--- src/design/rv_macros.svh ---
// Shared sizing constants for the RV32I debug subsystem
// Data width, register file size, store buffer depth, display hold

`ifndef RV_MACROS_SVH
`define RV_MACROS_SVH

// Data and address width
`define XLEN       32
`define NREGS      32
`define FIFO_DEPTH 4
// Cycles a shown word stays before the next read
`define DISP_HOLD  16

`endif

--- src/design/disp_pkg.sv ---
// Store buffer and display records
// A posted store as queued in the buffer, and a 7-segment pattern

`include "rv_macros.svh"

package disp_pkg;

  // Address and data of one store, 64 bits
  typedef struct packed {
    logic [`XLEN-1:0] adr;
    logic [`XLEN-1:0] dat;
  } store_rec_t;

  // Active low, bit 0 is segment a
  typedef logic [6:0] seg_t;

endpackage

--- src/design/rv_pkg.sv ---
// RV32I subset ISA definitions
// Major opcodes, ALU functions and the instruction format views

package rv_pkg;

  typedef enum logic [6:0] {
    OPC_OP     = 7'b0110011,
    OPC_OP_IMM = 7'b0010011,
    OPC_LUI    = 7'b0110111,
    OPC_STORE  = 7'b0100011,
    OPC_BRANCH = 7'b1100011
  } opcode_e;

  // ALU_NONE marks an unsupported encoding
  typedef enum logic [3:0] {
    ALU_ADD, ALU_SUB, ALU_AND, ALU_OR, ALU_XOR,
    ALU_SLT, ALU_SLL, ALU_SRL, ALU_PASS_B, ALU_NONE
  } alu_op_e;

  // ====================
  // Instruction formats
  // ====================
  typedef struct packed {
    logic [6:0] funct7;
    logic [4:0] rs2;
    logic [4:0] rs1;
    logic [2:0] funct3;
    logic [4:0] rd;
    logic [6:0] opcode;
  } r_type_t;

  typedef struct packed {
    logic [11:0] imm;
    logic [4:0]  rs1;
    logic [2:0]  funct3;
    logic [4:0]  rd;
    logic [6:0]  opcode;
  } i_type_t;

  typedef struct packed {
    logic [6:0] imm11_5;
    logic [4:0] rs2;
    logic [4:0] rs1;
    logic [2:0] funct3;
    logic [4:0] imm4_0;
    logic [6:0] opcode;
  } s_type_t;

  typedef struct packed {
    logic       imm12;
    logic [5:0] imm10_5;
    logic [4:0] rs2;
    logic [4:0] rs1;
    logic [2:0] funct3;
    logic [3:0] imm4_1;
    logic       imm11;
    logic [6:0] opcode;
  } b_type_t;

  typedef struct packed {
    logic [19:0] imm31_12;
    logic [4:0]  rd;
    logic [6:0]  opcode;
  } u_type_t;

  // One fetched word, read through whichever format the opcode selects
  typedef union packed {
    r_type_t r;
    i_type_t i;
    s_type_t s;
    b_type_t b;
    u_type_t u;
  } instr_u;

endpackage

--- src/design/wb_if.sv ---
// Wishbone classic bus between design blocks
// adr_r returns the record address alongside dat_r on reads

`timescale 1ns/1ps
`include "rv_macros.svh"

interface wb_if;

  logic             cyc;
  logic             stb;
  logic             we;
  logic [`XLEN-1:0] adr;
  logic [`XLEN-1:0] dat_w;
  logic [`XLEN-1:0] dat_r;
  logic [`XLEN-1:0] adr_r;
  logic             ack;

  modport master (
    output cyc, stb, we, adr, dat_w,
    input  dat_r, adr_r, ack
  );

  modport slave (
    input  cyc, stb, we, adr, dat_w,
    output dat_r, adr_r, ack
  );

endinterface

--- src/design/hex_display.sv ---
// Hex display for posted stores
// Pulls one record per hold period and shows 16 bits on four digits

`timescale 1ns/1ps
`include "rv_macros.svh"

module hex_display (
  input  logic                clk,
  input  logic                rst_n,
  wb_if.master                rd,
  input  logic                show_high,
  output disp_pkg::seg_t      hex0,
  output disp_pkg::seg_t      hex1,
  output disp_pkg::seg_t      hex2,
  output disp_pkg::seg_t      hex3,
  output logic                disp_valid,
  output logic [`XLEN-1:0]    disp_adr
);

  localparam int HW = $clog2(`DISP_HOLD + 1);

  logic                   rd_stb;
  logic [HW-1:0]          hold_cnt;
  logic [`XLEN-1:0]       shown_dat;
  logic [`XLEN/2-1:0]     half;

  // Standard hex font, active low
  function automatic disp_pkg::seg_t seg_font(input logic [3:0] nib);
    case (nib)
      4'h0: seg_font = 7'h40;
      4'h1: seg_font = 7'h79;
      4'h2: seg_font = 7'h24;
      4'h3: seg_font = 7'h30;
      4'h4: seg_font = 7'h19;
      4'h5: seg_font = 7'h12;
      4'h6: seg_font = 7'h02;
      4'h7: seg_font = 7'h78;
      4'h8: seg_font = 7'h00;
      4'h9: seg_font = 7'h10;
      4'hA: seg_font = 7'h08;
      4'hB: seg_font = 7'h03;
      4'hC: seg_font = 7'h46;
      4'hD: seg_font = 7'h21;
      4'hE: seg_font = 7'h06;
      default: seg_font = 7'h0E;
    endcase
  endfunction

  // Read, then hold for DISP_HOLD cycles before the next read
  always_ff @(posedge clk or negedge rst_n) begin
    if (!rst_n) begin
      rd_stb     <= 1'b0;
      hold_cnt   <= '0;
      disp_valid <= 1'b0;
      shown_dat  <= '0;
      disp_adr   <= '0;
    end else begin
      disp_valid <= 1'b0;
      if (rd_stb && rd.ack) begin
        rd_stb     <= 1'b0;
        shown_dat  <= rd.dat_r;
        disp_adr   <= rd.adr_r;
        disp_valid <= 1'b1;
        hold_cnt   <= HW'(`DISP_HOLD);
      end else if (hold_cnt != '0) begin
        hold_cnt <= hold_cnt - 1'b1;
      end else if (!rd_stb) begin
        rd_stb <= 1'b1;
      end
    end
  end

  assign rd.cyc   = rd_stb;
  assign rd.stb   = rd_stb;
  assign rd.we    = 1'b0;
  assign rd.adr   = '0;
  assign rd.dat_w = '0;

  assign half = show_high ? shown_dat[`XLEN-1:`XLEN/2] : shown_dat[`XLEN/2-1:0];

  assign hex0 = seg_font(half[3:0]);
  assign hex1 = seg_font(half[7:4]);
  assign hex2 = seg_font(half[11:8]);
  assign hex3 = seg_font(half[15:12]);

  a_no_stb_during_hold: assert property (@(posedge clk) disable iff (!rst_n)
    !rd.stb && hold_cnt != '0 |=> !rd.stb);

endmodule

--- src/design/rv_core.sv ---
// Multicycle RV32I subset core
// Fetches over the instruction bus, posts stores on a Wishbone master

`timescale 1ns/1ps
`include "rv_macros.svh"

module rv_core (
  input  logic             clk,
  input  logic             rst_n,
  output logic             ibus_cyc,
  output logic             ibus_stb,
  output logic [`XLEN-1:0] ibus_adr,
  input  logic [`XLEN-1:0] ibus_dat_r,
  input  logic             ibus_ack,
  wb_if.master             dbus
);

  localparam int RW = $clog2(`NREGS);

  typedef enum logic [1:0] {ST_FETCH, ST_EXECUTE, ST_STORE} state_e;

  state_e             state;
  logic               fetch_stb;
  logic [`XLEN-1:0]   pc;
  rv_pkg::instr_u     instr;
  logic [`XLEN-1:0]   regs [`NREGS];

  // Store request held on dbus
  logic               st_stb;
  logic [`XLEN-1:0]   st_adr;
  logic [`XLEN-1:0]   st_dat;

  logic [RW-1:0]      rs1_idx, rs2_idx, rd_idx;
  logic [`XLEN-1:0]   rs1_val, rs2_val;
  logic [`XLEN-1:0]   imm_i, imm_s, imm_b, imm_u;
  logic [`XLEN-1:0]   alu_b, alu_y;
  rv_pkg::alu_op_e    alu_op;
  logic               rd_we, is_store, is_branch, br_taken;

  // ====================
  // Decode
  // ====================
  assign rs1_idx = instr.r.rs1;
  assign rs2_idx = instr.r.rs2;
  assign rd_idx  = instr.r.rd;

  // x0 reads as zero
  assign rs1_val = (rs1_idx == '0) ? '0 : regs[rs1_idx];
  assign rs2_val = (rs2_idx == '0) ? '0 : regs[rs2_idx];

  assign imm_i = {{20{instr.i.imm[11]}}, instr.i.imm};
  assign imm_s = {{20{instr.s.imm11_5[6]}}, instr.s.imm11_5, instr.s.imm4_0};
  assign imm_b = {{19{instr.b.imm12}}, instr.b.imm12, instr.b.imm11,
                  instr.b.imm10_5, instr.b.imm4_1, 1'b0};
  assign imm_u = {instr.u.imm31_12, 12'b0};

  always_comb begin
    alu_op    = rv_pkg::ALU_NONE;
    alu_b     = rs2_val;
    rd_we     = 1'b0;
    is_store  = 1'b0;
    is_branch = 1'b0;
    br_taken  = 1'b0;
    case (instr.r.opcode)
      rv_pkg::OPC_OP: begin
        rd_we = 1'b1;
        case (instr.r.funct3)
          3'b000:  alu_op = instr.r.funct7[5] ? rv_pkg::ALU_SUB : rv_pkg::ALU_ADD;
          3'b001:  alu_op = rv_pkg::ALU_SLL;
          3'b010:  alu_op = rv_pkg::ALU_SLT;
          3'b100:  alu_op = rv_pkg::ALU_XOR;
          3'b101:  alu_op = rv_pkg::ALU_SRL;
          3'b110:  alu_op = rv_pkg::ALU_OR;
          3'b111:  alu_op = rv_pkg::ALU_AND;
          default: rd_we  = 1'b0;
        endcase
      end
      rv_pkg::OPC_OP_IMM: begin
        rd_we = 1'b1;
        alu_b = imm_i;
        case (instr.i.funct3)
          3'b000:  alu_op = rv_pkg::ALU_ADD;
          3'b100:  alu_op = rv_pkg::ALU_XOR;
          3'b110:  alu_op = rv_pkg::ALU_OR;
          3'b111:  alu_op = rv_pkg::ALU_AND;
          default: rd_we  = 1'b0;
        endcase
      end
      rv_pkg::OPC_LUI: begin
        rd_we  = 1'b1;
        alu_b  = imm_u;
        alu_op = rv_pkg::ALU_PASS_B;
      end
      rv_pkg::OPC_STORE: is_store = 1'b1;
      rv_pkg::OPC_BRANCH: begin
        is_branch = 1'b1;
        // BEQ on funct3 0, BNE on funct3 1
        case (instr.b.funct3)
          3'b000:  br_taken = (rs1_val == rs2_val);
          3'b001:  br_taken = (rs1_val != rs2_val);
          default: br_taken = 1'b0;
        endcase
      end
      default: ;
    endcase
  end

  // ====================
  // ALU
  // ====================
  always_comb begin
    case (alu_op)
      rv_pkg::ALU_ADD:    alu_y = rs1_val + alu_b;
      rv_pkg::ALU_SUB:    alu_y = rs1_val - alu_b;
      rv_pkg::ALU_AND:    alu_y = rs1_val & alu_b;
      rv_pkg::ALU_OR:     alu_y = rs1_val | alu_b;
      rv_pkg::ALU_XOR:    alu_y = rs1_val ^ alu_b;
      rv_pkg::ALU_SLT:    alu_y = `XLEN'($signed(rs1_val) < $signed(alu_b));
      rv_pkg::ALU_SLL:    alu_y = rs1_val << alu_b[4:0];
      rv_pkg::ALU_SRL:    alu_y = rs1_val >> alu_b[4:0];
      rv_pkg::ALU_PASS_B: alu_y = alu_b;
      default:            alu_y = '0;
    endcase
  end

  // ====================
  // Control
  // ====================
  always_ff @(posedge clk or negedge rst_n) begin
    if (!rst_n) begin
      state     <= ST_FETCH;
      fetch_stb <= 1'b0;
      st_stb    <= 1'b0;
      pc        <= '0;
    end else begin
      case (state)
        ST_FETCH: begin
          if (fetch_stb && ibus_ack) begin
            fetch_stb <= 1'b0;
            state     <= ST_EXECUTE;
          end else if (!fetch_stb) begin
            fetch_stb <= 1'b1;
          end
        end
        ST_EXECUTE: begin
          if (is_branch && br_taken)
            pc <= pc + imm_b;
          else
            pc <= pc + `XLEN'(4);
          if (is_store) begin
            st_stb <= 1'b1;
            state  <= ST_STORE;
          end else begin
            fetch_stb <= 1'b1;
            state     <= ST_FETCH;
          end
        end
        ST_STORE: begin
          // Stalls here while the buffer is full
          if (dbus.ack) begin
            st_stb    <= 1'b0;
            fetch_stb <= 1'b1;
            state     <= ST_FETCH;
          end
        end
        default: state <= ST_FETCH;
      endcase
    end
  end

  always_ff @(posedge clk) begin
    if (state == ST_FETCH && fetch_stb && ibus_ack)
      instr <= ibus_dat_r;
    if (state == ST_EXECUTE && is_store) begin
      st_adr <= rs1_val + imm_s;
      st_dat <= rs2_val;
    end
  end

  // Register file, writes to x0 dropped
  always_ff @(posedge clk or negedge rst_n) begin
    if (!rst_n) begin
      for (int i = 0; i < `NREGS; i++)
        regs[i] <= '0;
    end else if (state == ST_EXECUTE && rd_we && rd_idx != '0) begin
      regs[rd_idx] <= alu_y;
    end
  end

  assign ibus_cyc = fetch_stb;
  assign ibus_stb = fetch_stb;
  assign ibus_adr = pc;

  assign dbus.cyc   = st_stb;
  assign dbus.stb   = st_stb;
  assign dbus.we    = 1'b1;
  assign dbus.adr   = st_adr;
  assign dbus.dat_w = st_dat;

  a_ibus_adr_stable: assert property (@(posedge clk) disable iff (!rst_n)
    ibus_stb && !ibus_ack |=> $stable(ibus_adr));

  a_dbus_only_in_store: assert property (@(posedge clk) disable iff (!rst_n)
    dbus.stb |-> state == ST_STORE);

endmodule

--- src/design/rv_debug_top.sv ---
// RISC-V debug subsystem top level
// Core stores flow through the store buffer to the hex display

`timescale 1ns/1ps
`include "rv_macros.svh"

module rv_debug_top (
  input  logic             clk,
  input  logic             rst_n,
  output logic             ibus_cyc,
  output logic             ibus_stb,
  output logic [`XLEN-1:0] ibus_adr,
  input  logic [`XLEN-1:0] ibus_dat_r,
  input  logic             ibus_ack,
  input  logic             show_high,
  output disp_pkg::seg_t   hex0,
  output disp_pkg::seg_t   hex1,
  output disp_pkg::seg_t   hex2,
  output disp_pkg::seg_t   hex3,
  output logic             disp_valid,
  output logic [`XLEN-1:0] disp_adr
);

  // Core to buffer, buffer to display
  wb_if dbus ();
  wb_if dispbus ();

  rv_core i_rv_core (
    .clk        (clk),
    .rst_n      (rst_n),
    .ibus_cyc   (ibus_cyc),
    .ibus_stb   (ibus_stb),
    .ibus_adr   (ibus_adr),
    .ibus_dat_r (ibus_dat_r),
    .ibus_ack   (ibus_ack),
    .dbus       (dbus.master)
  );

  store_fifo i_store_fifo (
    .clk   (clk),
    .rst_n (rst_n),
    .wr    (dbus.slave),
    .rd    (dispbus.slave)
  );

  hex_display i_hex_display (
    .clk        (clk),
    .rst_n      (rst_n),
    .rd         (dispbus.master),
    .show_high  (show_high),
    .hex0       (hex0),
    .hex1       (hex1),
    .hex2       (hex2),
    .hex3       (hex3),
    .disp_valid (disp_valid),
    .disp_adr   (disp_adr)
  );

endmodule

--- src/design/store_fifo.sv ---
// Store buffer between the core and the hex display
// In-order queue of store records with a Wishbone slave on each side

`timescale 1ns/1ps
`include "rv_macros.svh"

module store_fifo (
  input  logic clk,
  input  logic rst_n,
  wb_if.slave  wr,
  wb_if.slave  rd
);

  localparam int DEPTH = `FIFO_DEPTH;
  localparam int PW    = $clog2(DEPTH);
  localparam int CW    = $clog2(DEPTH + 1);

  disp_pkg::store_rec_t mem [DEPTH];
  disp_pkg::store_rec_t rd_rec;

  logic [PW-1:0] wr_ptr, rd_ptr;
  logic [CW-1:0] count;
  logic          full, empty;
  logic          push, pop;
  logic          wr_ack, rd_ack;

  assign full  = (count == CW'(DEPTH));
  assign empty = (count == '0);

  // Ack one cycle after the request, never twice for one strobe
  assign push = wr.cyc && wr.stb && wr.we && !wr_ack && !full;
  assign pop  = rd.cyc && rd.stb && !rd.we && !rd_ack && !empty;

  always_ff @(posedge clk or negedge rst_n) begin
    if (!rst_n) begin
      wr_ptr <= '0;
      rd_ptr <= '0;
      count  <= '0;
      wr_ack <= 1'b0;
      rd_ack <= 1'b0;
    end else begin
      wr_ack <= push;
      rd_ack <= pop;
      if (push)
        wr_ptr <= (wr_ptr == PW'(DEPTH - 1)) ? '0 : wr_ptr + 1'b1;
      if (pop)
        rd_ptr <= (rd_ptr == PW'(DEPTH - 1)) ? '0 : rd_ptr + 1'b1;
      count <= count + CW'(push) - CW'(pop);
    end
  end

  always_ff @(posedge clk) begin
    if (push)
      mem[wr_ptr] <= '{adr: wr.adr, dat: wr.dat_w};
    if (pop)
      rd_rec <= mem[rd_ptr];
  end

  assign wr.ack   = wr_ack;
  assign wr.dat_r = '0;
  assign wr.adr_r = '0;

  assign rd.ack   = rd_ack;
  assign rd.dat_r = rd_rec.dat;
  assign rd.adr_r = rd_rec.adr;

  a_no_wr_ack_full: assert property (@(posedge clk) disable iff (!rst_n)
    full |=> !wr.ack);

  a_no_rd_ack_empty: assert property (@(posedge clk) disable iff (!rst_n)
    empty |=> !rd.ack);

  a_count_bound: assert property (@(posedge clk) disable iff (!rst_n)
    count <= CW'(DEPTH));

endmodule

--- config.mk ---
export PLATFORM = sky130hd
export DESIGN_NAME = rv_debug_top
export DESIGN_NICKNAME = d
export VERILOG_FILES = /design/src/design/disp_pkg.sv /design/src/design/rv_pkg.sv /design/src/design/wb_if.sv /design/src/design/hex_display.sv /design/src/design/rv_core.sv /design/src/design/rv_debug_top.sv /design/src/design/store_fifo.sv
export VERILOG_INCLUDE_DIRS = /design/src /design/src/design
export SDC_FILE = /design/constraint.sdc
export NUM_CORES = 2
export LEC_CHECK = 0
export ABC_AREA = 0
export BUFFER_PORTS_ARGS = -buffer_cell sky130_fd_sc_hd__buf_2
export CAP_MARGIN = 25
export CELL_PAD_IN_SITES_DETAIL_PLACEMENT = 0
export CELL_PAD_IN_SITES_GLOBAL_PLACEMENT = 1
export CORE_MARGIN = 2
export CORE_UTILIZATION = 30
export CTS_CLUSTER_SIZE = 10
export DETAILED_ROUTE_END_ITERATION = 16
export PLACE_DENSITY = 0.49
export SLEW_MARGIN = 15
export SYNTH_ARGS = -nofsm -noshare
export SYNTH_HDL_FRONTEND = slang
export SYNTH_SLANG_ARGS = --single-unit
--- constraint.sdc ---
create_clock -name clk -period 13.16 [get_ports clk]
set_clock_uncertainty 0.2 [all_clocks]
set_input_delay 0.658 -clock clk [delete_from_list [all_inputs] [get_ports clk]]
set_output_delay 0.658 -clock clk [all_outputs]
set_load 0.01 [all_outputs]
==> flow_summary.ini <==
[setup_path]
cp_max_fo = 31
crit_type = reg2reg
cp-startpoint = i_rv_core.instr[20]$_DFFE_PP_
worstPathRequired_ns = 13.61
cp.arrival_ns = 9.65
timing.rr.start = i_rv_core.instr[20]$_DFFE_PP_
worstSetupEndpointType = flop
ff2ff_setup_slack_ns = 3.95
cp-start-kind = flop
regToRegEndpoint = i_rv_core.regs[254]$_DFFE_PN0P_
reg2reg_depth = 20

[synth]
async_flop_share_pct = 73.25
netlist_area_um2 = 85710
synth_cells = 7609
ys_seq_area_share_pct = 47.83
synth_fp_nets = 7854
avgSynthCellArea_um2 = 11.26
synth.distinct_cells = 101
yosys_warnings = 0
synth_top_flop_cell = dfrtp_1
ys_seq_elements = 1555
synth-edff-count = 416

[global_routing]
grt_max_degree = 159
antenna_found_initial = 10
grt.overflow.total = 0
track_usage_pct = 22.24
grt_first_pass_wirelength_um = 473300
grt_pass1_vias = 62990

[die]
dieWidth_um = 538.5
initial_core_util_pct = 30.10
die_area_um2 = 290000
ios = 131
core_area_um2 = 284700
rows = 196
die_h_um = 538.5

[timing]
worst_pin_slew_ns = 1.131
rsz0062_at_grt = false
relSlewSlack_pct = 23.61
fin_hold_ws_ns = 0.1399
tns_ns = 0
finalSetupViolations = 0
drv_slew = 0
finalCriticalPeriod_ns = 9.205
max_freq_mhz = 108.6
hold_viol = 0
fin_crit_sh_pct = 69.95

[min_path]
min_path_type = in2async

[placement]
place_inst = 11090
globalplace.congestion = 0.9222
io_buffer_count = 129
postPlaceCellArea_um2 = 90540
hpwl_um = 210000

[detailed_routing]
wl_per_cell_um = 28.69
postRouteAntennaNets = 0
vias = 63380
via_per_inst = 5.537
first_pass_iters = 8
drc = 0
drt_wl_total_um = 328400
drt_iter0_drc = 5275

[cells_and_area]
finalNonFillerCells = 11450
areaGrowthSynthToFinish_pct = 12.78
fin_area_um2 = 96660
layout.area.seq_um2 = 41000
drive_above_1_share_pct = 18.12
multiInputGateArea_um2 = 41440
nFillCells = 28430
nets = 7804
layout.cells.most_common = nor2_1
final_cell_mix = nor2_1 (1219), a21oi_1 (1157), dfrtp_1 (1137), mux4_2 (578), edfxtp_1 (416)

[pwr]
ir_drop_mv = 0.1095
p_leak_nw = 40.57
fin_total_pwr_w = 0.01652
cellPowerDensity_nw_per_um2 = 170.9

[clocking]
clkTransAtPathRegs_ns = 0.06
clk_latency_ns = 0.87
cts_root_buf = clkbuf_16
cts_setup_buffers = 0
clockBufferDepth = 4
clock-sinks = 1555
cts_hold_buf = 34
cts_resized = 0
htreeDepth = 4
numCtsBuffers = 196
cts_tree = done

[job]
cap_violations = 0

[outcome]
outcome = finished clean
[cell families (layout without fill, tap and decap cells)]
family	count (synthesis)	count (layout)	synth area share, %
simple gates	2036	2036	10.03
compound gates	1983	1983	14.07
flops	1555	1555	47.83
mux	865	865	19.19
buf+inv	849	923	4.650
fa+ha+maj	209	209	3.095
xor+xnor	111	111	1.134
other cells	1	3	0.004375
[state kept, by name, summed over array words and instances (netlist names), 3 cells and up]
register                 flops
i_store_fifo.mem           256
i_store_fifo.count           3
i_store_fifo.rd.dat_r       32
i_rv_core.dbus.dat_w        32
i_rv_core.ibus_adr          31
i_rv_core.regs            1024
i_hex_display.shown_dat     32
i_hex_display.disp_adr      32
i_store_fifo.rd.adr_r       32
i_rv_core.instr             32
i_hex_display.hold_cnt       5
i_rv_core.dbus.adr          32
[cell usage after synthesis, types with 26 or more instances]
master,count,area (um^2)
mux2i_1,216,2162
xnor2_1,85,744.5
o22ai_1,77,481.7
a22oi_1,48,360.4
inv_1,173,649.4
nand2_1,399,1498
buf_4,45,337.8
o21ai_0,127,635.6
mux4_2,578,13020
a21o_1,54,405.4
nand3_1,55,275.3
buf_2,91,455.4
xor2_1,26,227.7
o211ai_1,59,442.9
mux2_2,39,439.2
a221o_1,29,290.3
nor2_1,1253,4703
nor2b_1,50,312.8
a21oi_1,1158,5796
nor3_1,46,230.2
edfxtp_1,416,12490
nor4_1,27,168.9
o21bai_1,26,195.2
buf_1,28,105.1
a31oi_1,42,262.8
a211oi_1,85,638.1
and3_1,58,362.9
buf_6,37,416.7
dfrtp_1,1139,28500
ha_1,204,2552
clkbuf_1,445,1670
mux4_1,30,788.3
[per-stage QoR]
stage               setup WS (ns)  utilization [%]
global route                3.840            33.95
finish                      3.955            33.95
CTS                         4.165            33.93
global placement            4.146            31.79
floorplan                   5.761                -
detailed placement          4.223            31.80
[cell type report]
cell class,instances,area share (%)
well taps,3762,4.870
multi-input cells,5205,42.87
clock buffers,299,5.746
inverters,186,0.7275
repair buffers,415,3.189
diodes,2,0.005178
clock inverters,23,0.1812
flip-flops and latches,1555,42.41
[worst max path at each step]
stage               slack [ns]  cells past startpoint                               to
floorplan                 5.76                      9  i_store_fifo.count[2]$_DFF_PN0_
global placement          4.15                     20  i_rv_core.regs[158]$_DFFE_PN0P_
detailed placement        4.22                     20  i_rv_core.regs[254]$_DFFE_PN0P_
CTS                       4.17                     20  i_rv_core.regs[254]$_DFFE_PN0P_
global route              3.84                     20  i_rv_core.regs[702]$_DFFE_PN0P_
finish                    3.95                     20  i_rv_core.regs[254]$_DFFE_PN0P_
[report_power, final]
part           switching (W)  internal, W
sequential          0.000330      0.00566
clock                0.00213      0.00288
combinational        0.00355      0.00196
total                0.00601       0.0105
[per-layer routing]
metal,share of wire (%),wire [um],global-route usage [%],up-vias
li1,-,-,-,28060
met1,45,148200,30.98,33000
met2,47,153500,35.76,1794
met3,4.7,15320,2.885,522
met4,3.5,11430,7.219,4
met5,0.0064,21,0,-
[critical path, cell delays in order, from the launching register on]
cell and delay [ns]:
edfxtp_1 0.37, buf_4 0.55, buf_4 0.65, nor4_2 0.14
buf_4 0.23, buf_4 0.34, or4_1 0.95, o21ai_0 0.54
ha_1 0.42, nor4_1 0.68, o31ai_1 0.32, a311oi_1 0.49
o22ai_1 0.18, buf_4 0.20, a211oi_1 0.71, o211ai_1 0.30
nand2_1 0.15, xnor2_1 0.11, a2111oi_4 0.72, buf_4 0.47
a21oi_1 0.12
Note: power is estimated with default switching activity, not from simulation.
